### config.mk
export PLATFORM = sky130hd
export DESIGN_NAME = gng_interp
export DESIGN_NICKNAME = d
export VERILOG_FILES = /design/src/gng_num_pkg.sv /design/src/gng_seg_pkg.sv /design/src/gng_delay.sv /design/src/gng_segment.sv /design/src/gng_coef_rom.sv /design/src/gng_poly_eval.sv /design/src/gng_sign_out.sv /design/src/gng_interp.sv
export SDC_FILE = /design/constraint.sdc
export NUM_CORES = 1
export LEC_CHECK = 0
export BUFFER_PORTS_ARGS = -buffer_cell sky130_fd_sc_hd__clkbuf_2
export CORE_UTILIZATION = 20
export CTS_CLUSTER_DIAMETER = 150
export DETAILED_ROUTE_END_ITERATION = 10
export MAX_ROUTING_LAYER = met4
export PLACE_DENSITY = 0.76
export SYNTH_ARGS = -nofsm -noshare
export SYNTH_HDL_FRONTEND = slang
export SYNTH_SLANG_ARGS = --single-unit
### constraint.sdc
create_clock -name clk -period 0.8 [get_ports clk]
set_input_delay 0.04 -clock clk [delete_from_list [all_inputs] [get_ports clk]]
set_output_delay 0.04 -clock clk [all_outputs]
set_load 0.005 [all_outputs]
### src/gng_coef.hex
// row address {segment, sub-segment}; columns c0 u18 [52:35], c1 s18 [34:17], c2 u17 [16:0]
// values packed into one 53-bit word per row
001007F0000300
004000E0000310
007000E0000320
00A000E0000330
00F00080000400
01000080000410
01100080000420
01200080000430
01400060000500
014C0060000510
01580060000520
01640060000530
01800050000600
018A0050000610
01940050000620
019E0050000630
01B00040000700
01B80040000710
01C00040000720
01C80040000730
01D80038000800
01DF0038000810
01E60038000820
01ED0038000830
01F80030000900
01FE0030000910
02040030000920
020A0030000930
02180028000A00
021D0028000A10
02220028000A20
02270028000A30
02300028000B00
02350028000B10
023A0028000B20
023F0028000B30
02480024000C00
024C8024000C10
02510024000C20
02558024000C30
02600020000D00
02640020000D10
02680020000D20
026C0020000D30
02740020000E00
02780020000E10
027C0020000E20
02800020000E30
0288001C000F00
028B801C000F10
028F001C000F20
0292801C000F30
0298001C001000
029B801C001010
029F001C001020
02A2801C001030
02A80018001100
02AB0018001110
02AE0018001120
02B10018001130
02B80018001200
02BB0018001210
02BE0018001220
02C10018001230

### src/gng_num_pkg.sv
package gng_num_pkg;

    localparam int URNG_W   = 64;
    localparam int X_W      = 15;   // u<15,15>
    localparam int C0_W     = 18;   // u<18,14>
    localparam int C1_W     = 18;   // s<18,19>
    localparam int C2_W     = 17;   // u<17,23>
    localparam int MAG_W    = 15;   // u<15,11>
    localparam int SAMPLE_W = 16;   // s<16,11>

    // x*c2 + c1*2^19, then keep the top part as t
    localparam int PROD1_W  = X_W + C2_W;
    localparam int C1_SHIFT = 19;
    localparam int SUM1_W   = 38;
    localparam int T_LSB    = 20;
    localparam int T_W      = 18;

    // x*t, then c0 + m and round
    localparam int PROD2_W  = X_W + 1 + T_W;
    localparam int M_LSB    = 19;
    localparam int M_W      = 14;
    localparam int SUM2_W   = C0_W + 1;
    localparam int RND_LSB  = 3;

    typedef logic        [URNG_W-1:0]   urng_t;
    typedef logic        [X_W-1:0]      x_t;
    typedef logic        [C0_W-1:0]     c0_t;
    typedef logic signed [C1_W-1:0]     c1_t;
    typedef logic        [C2_W-1:0]     c2_t;
    typedef logic        [MAG_W-1:0]    mag_t;
    typedef logic signed [SAMPLE_W-1:0] sample_t;

    typedef logic        [PROD1_W-1:0]  prod1_t;
    typedef logic signed [SUM1_W-1:0]   sum1_t;
    typedef logic signed [T_W-1:0]      t_t;
    typedef logic signed [PROD2_W-1:0]  prod2_t;
    typedef logic signed [M_W-1:0]      m_t;
    typedef logic signed [SUM2_W-1:0]   sum2_t;

    typedef struct packed {
        c0_t c0;    // top field
        c1_t c1;
        c2_t c2;
    } coef_row_t;

endpackage

### src/gng_seg_pkg.sv
package gng_seg_pkg;

    localparam int LZD_W   = 16;    // top bits searched for leading zeros
    localparam int NUM_SEG = 16;
    localparam int SEG_W   = $clog2(NUM_SEG);
    localparam int OFS_W   = 2;     // sub-segment bits
    localparam int ADDR_W  = SEG_W + OFS_W;

    localparam int    TABLE_DEPTH = 2 ** ADDR_W;
    localparam string COEF_FILE   = "/design/src/gng_coef.hex";

    // field positions in the random word
    localparam int SIGN_BIT   = 0;
    localparam int OFS_HI_BIT = 1;
    localparam int OFS_LO_BIT = 2;
    localparam int X_LSB      = 3;  // holds the msb of x

    localparam int SEG_LAT   = 1;
    localparam int ROM_LAT   = 1;
    localparam int POLY_LAT  = 7;
    localparam int OUT_LAT   = 1;
    localparam int TOTAL_LAT = SEG_LAT + ROM_LAT + POLY_LAT + OUT_LAT;

    typedef logic [SEG_W-1:0]  seg_t;
    typedef logic [OFS_W-1:0]  ofs_t;
    typedef logic [ADDR_W-1:0] addr_t;

endpackage

### src/gng_delay.sv
module gng_delay #(
    parameter type payload_t = logic,
    parameter int  DEPTH     = 1
) (
    input  logic     clk,
    input  payload_t din,
    output payload_t dout
);

    payload_t pipe [DEPTH];

    always_ff @(posedge clk) begin
        pipe[0] <= din;
        for (int k = 1; k < DEPTH; k++) begin
            pipe[k] <= pipe[k-1];
        end
    end

    assign dout = pipe[DEPTH-1];

endmodule

### src/gng_segment.sv
module gng_segment
    import gng_num_pkg::*, gng_seg_pkg::*;
(
    input  logic  clk,
    input  logic  rstn,
    input  logic  valid_in,
    input  urng_t data_in,
    output addr_t seg_addr,
    output x_t    x,
    output logic  sign,
    output logic  seg_valid
);

    localparam int CNT_W = $clog2(LZD_W + 1);

    logic [LZD_W-1:0] zero_run;    // bit i set when the top i+1 bits are zero
    logic [CNT_W-1:0] lz_cnt;
    seg_t             seg;
    ofs_t             ofs;
    x_t               x_c;

    genvar i;
    generate
        for (i = 0; i < LZD_W; i++) begin : g_run
            if (i == 0) begin : g_top
                assign zero_run[i] = ~data_in[URNG_W-1];
            end else begin : g_next
                assign zero_run[i] = zero_run[i-1] & ~data_in[URNG_W-1-i];
            end
        end

        // x field is stored lsb first in the word
        for (i = 0; i < X_W; i++) begin : g_xrev
            assign x_c[X_W-1-i] = data_in[X_LSB+i];
        end
    endgenerate

    // run bits form a thermometer code, so their count is the lz count
    always_comb begin
        lz_cnt = '0;
        for (int k = 0; k < LZD_W; k++) begin
            lz_cnt = lz_cnt + CNT_W'(zero_run[k]);
        end
    end

    // all-zero top word falls back to the last kept segment
    assign seg = (lz_cnt > CNT_W'(NUM_SEG - 1)) ? seg_t'(NUM_SEG - 1)
                                                : lz_cnt[SEG_W-1:0];

    assign ofs = {data_in[OFS_HI_BIT], data_in[OFS_LO_BIT]};

    always_ff @(posedge clk) begin
        seg_addr <= {seg, ofs};
        x        <= x_c;
        sign     <= data_in[SIGN_BIT];
    end

    always_ff @(posedge clk) begin
        if (!rstn) begin
            seg_valid <= 1'b0;
        end else begin
            seg_valid <= valid_in;
        end
    end

endmodule

### src/gng_coef_rom.sv
module gng_coef_rom
    import gng_num_pkg::*, gng_seg_pkg::*;
(
    input  logic  clk,
    input  addr_t seg_addr,
    output c0_t   c0,
    output c1_t   c1,
    output c2_t   c2
);

    coef_row_t rom [TABLE_DEPTH];   // {c0, c1, c2} per row

    initial begin
        $readmemh(COEF_FILE, rom);
    end

    always_ff @(posedge clk) begin
        c0 <= rom[seg_addr].c0;
        c1 <= rom[seg_addr].c1;
        c2 <= rom[seg_addr].c2;
    end

endmodule

### src/gng_poly_eval.sv
module gng_poly_eval
    import gng_num_pkg::*;
(
    input  logic clk,
    input  x_t   x,
    input  c0_t  c0,
    input  c1_t  c1,
    input  c2_t  c2,
    output mag_t mag
);

    x_t     x_al;       // lined up with the coefficients
    x_t     x_mul2;     // lined up with t
    c0_t    c0_d;       // lined up with m
    x_t     a1;
    c2_t    b1;
    c1_t    c1_q1;
    c1_t    c1_q2;
    prod1_t prod1;
    sum1_t  c1_ext;
    sum1_t  prod1_ext;
    sum1_t  sum1;
    t_t     t;
    x_t     a2;
    t_t     b2;
    prod2_t prod2;
    m_t     m;
    sum2_t  sum2;

    gng_delay #(.payload_t(x_t), .DEPTH(1)) x_al_dly_i (
        .clk  (clk),
        .din  (x),
        .dout (x_al)
    );

    gng_delay #(.payload_t(x_t), .DEPTH(3)) x_mul2_dly_i (
        .clk  (clk),
        .din  (x_al),
        .dout (x_mul2)
    );

    gng_delay #(.payload_t(c0_t), .DEPTH(5)) c0_dly_i (
        .clk  (clk),
        .din  (c0),
        .dout (c0_d)
    );

    // first multiply-add x*c2 + c1*2^19
    always_ff @(posedge clk) begin
        a1    <= x_al;
        b1    <= c2;
        c1_q1 <= c1;
    end

    always_ff @(posedge clk) begin
        prod1 <= a1 * b1;   // both unsigned
        c1_q2 <= c1_q1;     // keeps c1 in step with prod1
    end

    assign c1_ext    = {{(SUM1_W - C1_W - C1_SHIFT){c1_q2[C1_W-1]}}, c1_q2,
                        {C1_SHIFT{1'b0}}};
    assign prod1_ext = {{(SUM1_W - PROD1_W){1'b0}}, prod1};

    always_ff @(posedge clk) begin
        sum1 <= c1_ext + prod1_ext;
    end

    assign t = sum1[T_LSB +: T_W];   // s<18,18>

    // second multiply x*t
    always_ff @(posedge clk) begin
        a2 <= x_mul2;
        b2 <= t;
    end

    always_ff @(posedge clk) begin
        prod2 <= $signed({1'b0, a2}) * b2;
    end

    assign m = prod2[M_LSB +: M_W];   // s<14,14>

    always_ff @(posedge clk) begin
        sum2 <= $signed({1'b0, c0_d}) + m;   // s<19,14>
    end

    // round half up at bit 2
    always_ff @(posedge clk) begin
        mag <= sum2[RND_LSB +: MAG_W] + MAG_W'(sum2[RND_LSB-1]);
    end

endmodule

### src/gng_sign_out.sv
module gng_sign_out
    import gng_num_pkg::*;
(
    input  logic    clk,
    input  logic    rstn,
    input  mag_t    mag,
    input  logic    sign,
    input  logic    valid,
    output logic    valid_out,
    output sample_t data_out
);

    sample_t mag_ext;
    sample_t sample;

    assign mag_ext = {1'b0, mag};
    assign sample  = sign ? sample_t'(~mag_ext + 1'b1) : mag_ext;   // two's complement

    always_ff @(posedge clk) begin
        if (!rstn) begin
            valid_out <= 1'b0;
            data_out  <= '0;
        end else begin
            valid_out <= valid;
            if (valid) begin
                data_out <= sample;   // holds last sample between strobes
            end
        end
    end

endmodule

### src/gng_interp.sv
module gng_interp
    import gng_num_pkg::*, gng_seg_pkg::*;
(
    input  logic    clk,
    input  logic    rstn,
    input  logic    valid_in,
    input  urng_t   data_in,
    output logic    valid_out,
    output sample_t data_out
);

    addr_t seg_addr;
    x_t    x;
    logic  sign;
    logic  seg_valid;
    c0_t   c0;
    c1_t   c1;
    c2_t   c2;
    mag_t  mag;
    logic  sign_d;
    logic  valid_d;

    gng_segment segment_i (
        .clk       (clk),
        .rstn      (rstn),
        .valid_in  (valid_in),
        .data_in   (data_in),
        .seg_addr  (seg_addr),
        .x         (x),
        .sign      (sign),
        .seg_valid (seg_valid)
    );

    gng_coef_rom coef_rom_i (
        .clk      (clk),
        .seg_addr (seg_addr),
        .c0       (c0),
        .c1       (c1),
        .c2       (c2)
    );

    gng_poly_eval poly_eval_i (
        .clk (clk),
        .x   (x),
        .c0  (c0),
        .c1  (c1),
        .c2  (c2),
        .mag (mag)
    );

    // sign and valid ride alongside the table read and polynomial
    gng_delay #(.payload_t(logic), .DEPTH(ROM_LAT + POLY_LAT)) sign_dly_i (
        .clk  (clk),
        .din  (sign),
        .dout (sign_d)
    );

    gng_delay #(.payload_t(logic), .DEPTH(ROM_LAT + POLY_LAT)) valid_dly_i (
        .clk  (clk),
        .din  (seg_valid),
        .dout (valid_d)
    );

    gng_sign_out sign_out_i (
        .clk       (clk),
        .rstn      (rstn),
        .mag       (mag),
        .sign      (sign_d),
        .valid     (valid_d),
        .valid_out (valid_out),
        .data_out  (data_out)
    );

endmodule

Word level (Yosys, flattened, before mapping) --
Memories as Yosys holds them, arrays and structs flattened. A register that Yosys moved wholly into a read port is not among the register bits. Cells that the tools add are included. W data, S select, Z words.
Cells by class: reductions and logical operators 0, shift-type cells 0, equality and inequality tests 0, add/subtract/negate cells 4, divide/modulo/power cells 0, bitwise gates (word level) 1, magnitude comparators 0, multiply operators 2, mux-type cells 1
Operator list (number):
- $add A37 B33 Y38 | 1
- $mul A16 B18 Y33 | 1
- $mul A15 B17 Y32 | 1
- $add A18 B14 Y18 | 1
- $add A16 B1 Y16 const B | 1
- $mux W16 | 1
- $not A15 Y16 | 1
- $add A15 B1 Y15 | 1
Storage, ports and cells: logic and storage cells 31, output and inout port bits 17, flip-flop bits (word level) 309, memory bits (read-only) 0, latch bits 0, RAM bits 166, memories 5, bits of input ports 67
Memories:
- poly_eval_i.c0_dly_i.pipe | depth 5, bits a word 18, rd ports 5, clocked after memory_dff 0, wr ports 5, line gng_delay.sv:10 | payload_t pipe [DEPTH];
- poly_eval_i.x_mul2_dly_i.pipe | depth 3, bits a word 15, rd ports 3, clocked after memory_dff 1, wr ports 3, line gng_delay.sv:10
- poly_eval_i.x_al_dly_i.pipe | depth 1, bits a word 15, rd ports 1, clocked after memory_dff 0, wr ports 1, line gng_delay.sv:10
- sign_dly_i.pipe | depth 8, bits a word 1, rd ports 8, clocked after memory_dff 0, wr ports 8, line gng_delay.sv:10
- valid_dly_i.pipe | depth 8, bits a word 1, rd ports 8, clocked after memory_dff 0, wr ports 8, line gng_delay.sv:10

Longest topological paths before layout --
Gate-level depths: netlist of the first run.
depth after elaboration 3, mapped depth 1, depth with buffers taken out 1

By module --
Synthesis of the first run repeated with hierarchy kept, for this count alone.
Unflattened totals: cells, all modules 2838, area total of the unflattened synthesis 28815.1 µm²
Modules (own cells, without submodules):
- gng_poly_eval | cells an instance 2378, area each 22885.7 µm², times used 1, seq. area each 3543.4 µm²
- gng_delay (poly_eval_i.c0_dly_i) | cells an instance 90, area each 1801.7 µm², times used 1, seq. area each 1801.7 µm²
- gng_sign_out | cells an instance 141, area each 1119.8 µm², times used 1, seq. area each 340.3 µm²
- gng_delay (poly_eval_i.x_mul2_dly_i) | cells an instance 60, area each 1013.5 µm², times used 1, seq. area each 900.9 µm²
- gng_segment | cells an instance 84, area each 972.2 µm², times used 1, seq. area each 460.4 µm²
- gng_coef_rom | cells an instance 54, area each 401.6 µm², times used 1, seq. area each 0.0 µm²
- gng_delay (sign_dly_i ...) | cells an instance 8, area each 160.2 µm², times used 2, seq. area each 160.2 µm²
- gng_delay (poly_eval_i.x_al_dly_i) | cells an instance 15, area each 300.3 µm², times used 1, seq. area each 300.3 µm²

Least setup slack after synthesis of the first run --
OpenSTA, ideal clock, no wires.
kind register -> register, start point memory valid_dly_i.pipe[1][3] in the netlist's numbering, end point register sign_out_i.valid_out, cell stages (with the launch flop) 2, path buffers 0, required time 685 ps, setup time 115 ps, arrival 401 ps, slack 284 ps, path through dfxtp_1 -> and2_1
RTL lines:
- start: declaration | line gng_delay.sv:10
- end signal: assignment | line gng_sign_out.sv:24 | valid_out <= valid;
- end: declaration | line gng_sign_out.sv:9 | output logic valid_out,

Worst setup path after layout of the first run --
start point register sign_out_i.valid_out, end point output port valid_out
RTL lines:
- end: declaration | line gng_interp.sv:8 | output logic valid_out,
No word-level cell between the ends.

==> results of run 1 <==
placed cells by master, fill, tap and decap left out:
master	netlist	final
and2_1	2	2
clkbuf_2	0	3
clkbuf_4	0	3
conb_1	1	16
dfxtp_1	10	10
dlygate4sd3_1	0	1
state kept, by name, indices dropped and copies added, names as in the netlist:
signal / count
segment_i.seg_valid: 1
sign_out_i.valid_out: 1
valid_dly_i.pipe: 8
metrics by stage:
step           util [%]  setup WS, ps
6_report           22.1           102
5_1_grt            22.1          55.4
4_1_cts            22.1          91.1
3_5_place_dp       20.0           266
3_3_place_gp       20.0           270
2_1_floorplan         -           284
kinds of logic after synthesis:
group | Yosys count | share of synthesized area, %
other | 1 | 1.11
AND/OR/NAND/NOR | 2 | 3.72
buffers and inverters | 16 | 35.7
flip-flops | 10 | 59.5
worst paths after layout:
path / startpoint / endpoint / slack (ps)
max reg2reg: valid_dly_i.pipe[1][3]$_DFF_P_ / sign_out_i.valid_out$_SDFF_PN0_ / 270
min reg2reg: valid_dly_i.pipe[0][2]$_DFF_P_ / valid_dly_i.pipe[0][3]$_DFF_P_ / 320
min: rstn / sign_out_i.valid_out$_SDFF_PN0_ / 20
max: sign_out_i.valid_out$_SDFF_PN0_ / valid_out / 100
synth_stat cells:
cell type  number
conb_1          1
dfxtp_1        10
and2_1          2
buf_4          16
what timing repair did:
action / CTS / global route
endpoints found under the setup margin: 0 / 0
hold buffers: 1 / 0
endpoints found under the hold margin: 1 / 0
per-layer routing:
metal  track usage [%]  share of wire [%]
met2              5.15                 39
met4              3.64                  0
met1              3.10                 37
met5                 -                  0
met3              5.53                 24
final cells by class:
class / instances / area share, %
timing repair buffer: 4 / 7.35
sequential: 10 / 58.8
clock buffer: 3 / 6.62
multi-input combinational: 18 / 21.3
tap: 16 / 5.88
where the power goes:
part           internal (W)  leakage, nW  total [W]  switching, W
clock network      0.000172       0.0138   0.000309      0.000138
registers          0.000524       0.0832   0.000530    0.00000542
logic             0.0000100       0.0743  0.0000315     0.0000215
total              0.000706        0.171   0.000871      0.000165
==> results.yml, run 1 <==
finish:
  syn2layout_area_growth_pct: 1.12
  fin_nets: 104
  multi_input_area_um2: 72.6
  nFillCells: 167
  final-instance-count-excl-fill: 51
  antenna_cells: 0
  final_cell_area_um2: 340
  drive_gt1_share_pct: 17.1
  seq_area_um2: 200
sta:
  tns_ps: 0
  fin_crit_ps: 698
  setup_viol: 0
  max_freq_ghz: 1.43
  final-hold-violation-count: 0
  hold_slack_ps: 17.2
  final.setup_skew_ps: 3.68
  drv_slew: 0
  finalCritPeriodShare_pct: 87.3
  rsz0062_at_grt: "no"
cts:
  post_cts_resize_count: 0
  clock_sink_count: 10
  cts_setup_buffers: 0
  clockBufferDepth: 2
  cts.clk_slew.worst_paths_ps: 60
  root_buffer: "clkbuf_4"
  cts-buffers-inserted: 3
  tritoncts: "built"
  clock_latency_ps: 250
  cts-htree-levels: 1
worst_setup_path:
  path_class: "flop to output port"
  crit_family: "flip-flops"
  cp-end-kind: "output port"
  crit_fanout: 1
  required_ps: 760
  cp_num_cells: 1
  crit_path_top_delay_cell: "dfxtp_1"
  critical_path.startpoint_type: "flop"
  cp_data_arrival_time_ps: 660
  crit_buf_inv: 1
  crit_path_max_incr_delay_ps: 310
  reg2regPathDepth: 1
  worstPathCellList: "clkbuf_2"
global_routing:
  gr-usage-all-layers_pct: 4.30
  grt_pass1_wl_um: 483
  antenna_found_initial: 0
  overflow: 0
  grt_pass1_vias: 114
  grt_max_degree: 6
detailed_routing:
  finalWirelength_um: 277
  drt-vias-per-instance: 2.90
  ant_nets: 0
  drt-initial-drc-count: 1
  num_vias: 148
  drc_errors: 0
  post_drt_wl_per_cell_um: 5.43
  first_pass_iters: 2
min_path:
  hold_class: "input port to flop"
  hold_depth: 2
placed_design:
  place_area_um2: 308
  gp_congestion: 0.615
  dpl.cell_count: 47
  port_buffers: 3
synth:
  synth_cell_types: 4
  netlist_area_um2: 337
  yosysSeqAreaShare_pct: 59.5
  ys_top_cells_by_area: "dfxtp_1, buf_4, and2_1"
  ys_warn_count: 0
  ys_seq_elements: 10
  synth_top_area_cell: "dfxtp_1"
  synth_top_area_share_pct: 59.5
  syn-instance-count: 29
  syn_avg_cell_area_um2: 11.6
die:
  die_w_um: 43.0
  initial_core_util_pct: 21.8
  core_um2: 1540
  die-height_um: 43.0
  dieArea_um2: 1850
  fp-row-count: 14
  io_pins: 84
power_and_ir_drop:
  power_density_nw_per_um2: 2560
  p_leak_nw: 0.171
  peakVddDrop_uv: 703
  finalPower_w: 0.000871
run:
  maxCapViolCount: 0
outcome:
  outcome: "complete, no violations"
No activity file was read; power rests on OpenSTA's default activity.
==> inputs of run 2 (changes only) <==
HOLD_SLACK_MARGIN = 0.06   (was default)
==> run 2 against run 1 <==
Compared with the run above:
- power up 0.45%
- via count rose by 1.4%
- design area increased by 2.9%
- largest power group unchanged
- highest routed layer unchanged
==> results.yml, run 2 (synthesis gave the netlist of run 1 again) <==
outcome:
  outcome: "complete, no violations"
finish:
  reg.largest.list: "valid_dly_i.pipe: 8 flops, segment_i.seg_valid: 1 flops, sign_out_i.valid_out: 1 flops"
  final-instance-count-excl-fill: 52
  layout_common_cells: "conb_1, dfxtp_1, clkbuf_4, clkbuf_2"
  final_common_cell: "conb_1"
  drive_gt1_share_pct: 16.7
  top_register: "valid_dly_i.pipe"
  final_cell_area_um2: 350
  antenna_cells: 0
  fin_nets: 105
  largest_register_ffs: 8
  syn2layout_area_growth_pct: 4.09
placed_design:
  port_buffers: 3
  place_area_um2: 308
  dpl.cell_count: 47
  gp_congestion: 0.615
sta:
  hold_slack_ps: 325
  setup_viol: 0
  fin_crit_ps: 698
  final-hold-violation-count: 0
  final.setup_skew_ps: 3.68
  finalCritPeriodShare_pct: 87.3
  max_freq_ghz: 1.43
  rsz0062_at_grt: "no"
  drv_slew: 0
  tns_ps: 0
detailed_routing:
  post_drt_wl_per_cell_um: 5.46
  ant_nets: 0
  drt-vias-per-instance: 2.88
  num_vias: 150
  finalWirelength_um: 284
  drc_errors: 0
  first_pass_iters: 2
  drt-initial-drc-count: 1
die:
  fp-row-count: 14
  die_w_um: 43.0
  io_pins: 84
  dieArea_um2: 1850
  core_um2: 1540
  die-height_um: 43.0
  initial_core_util_pct: 21.8
global_routing:
  overflow: 0
  top_usage_layer: "met2"
  grt_max_degree: 6
  use_met1_pct: 3.36
  met3_usage_pct: 5.11
  grt_pass1_wl_um: 483
  grt_pass1_vias: 114
  gr-usage-all-layers_pct: 4.30
  antenna_found_initial: 0
  globalRouteMet2Util_pct: 5.15
worst_setup_path:
  crit_path_top_delay_cell: "dfxtp_1"
  path_class: "flop to output port"
  critical_path.startpoint_type: "flop"
  crit_family: "flip-flops"
  crit_path_max_incr_delay_ps: 310
  required_ps: 760
  crit_buf_inv: 1
  cp_data_arrival_time_ps: 660
  cp-end-kind: "output port"
  worstPathCellList: "clkbuf_2"
  crit_fanout: 1
cts:
  cts-buffers-inserted: 3
  clock_sink_count: 10
  post_cts_resize_count: 0
  cts-htree-levels: 1
  root_buffer: "clkbuf_4"
  cts.clk_slew.worst_paths_ps: 60
  clockBufferDepth: 2
  clock_latency_ps: 250
  tritoncts: "built"
power_and_ir_drop:
  swShare_pct: 18.9
  clkPwrFrac_pct: 35.4
  p_int_w: 0.000709
  peakVddDrop_uv: 703
  finalPower_w: 0.000875
  power_density_nw_per_um2: 2500
  p_switching_w: 0.000165
  seq_power_share_pct: 60.6
  combPwrFrac_pct: 4.0
  p_leak_nw: 0.176
run:
  maxCapViolCount: 0
min_path:
  hold_class: "flop to flop"
## run 2: cell count changes in the layout (fill, tap and decap cells not counted), sizes merged
cell	delta
dlygate4sd3	+1
## run 2: final timing paths
check | slack (ps) | end | start | cells after the start
hold reg to reg | 320 | valid_dly_i.pipe[0][3]$_DFF_P_ | valid_dly_i.pipe[0][2]$_DFF_P_ | 0
setup / recovery | 100 | valid_out | sign_out_i.valid_out$_SDFF_PN0_ | 1
setup reg to reg | 270 | sign_out_i.valid_out$_SDFF_PN0_ | valid_dly_i.pipe[1][3]$_DFF_P_ | 1
hold / removal | 320 | valid_dly_i.pipe[0][3]$_DFF_P_ | valid_dly_i.pipe[0][2]$_DFF_P_ | 0
## run 2: area by class of cell
cell class                 count  area, um2
multi-input combinational     18       72.6
fill                         166       1190
timing repair buffer           5       35.0
clock buffer                   3       22.5
sequential                    10        200
tap                           16       20.0
## run 2: repair_timing
item,4_1_cts,5_1_grt
endpoints found under the hold margin,2,0
hold buffers,2,0
buffers inserted,0,0
## run 2: per-stage QoR
stage,util [%],setup slack (ps)
detailed placement,20.0,266
floorplan,-,284
global route,22.7,55.4
CTS,22.7,91.1
finish,22.7,102
global placement,20.0,270
## run 2: power groups by stage
stage,Combinational (W),Clock (W),Sequential [W]
2_1_floorplan,0.0000758,0,0.000539
3_3_place_gp,0.0000266,0,0.000540
3_5_place_dp,0.0000269,0,0.000541
4_1_cts,0.0000347,0.000318,0.000531
5_1_grt,0.0000426,0.000360,0.000532
6_report,0.0000354,0.000309,0.000530
## run 2: metal layers
| metal | share of wire [%] | vias to the layer above |
|---|---|---|
| met2 | 38 | 19 |
| li1 | - | 69 |
| met4 | 0 | 0 |
| met1 | 40 | 62 |
| met5 | 0 | - |
| met3 | 21 | 0 |
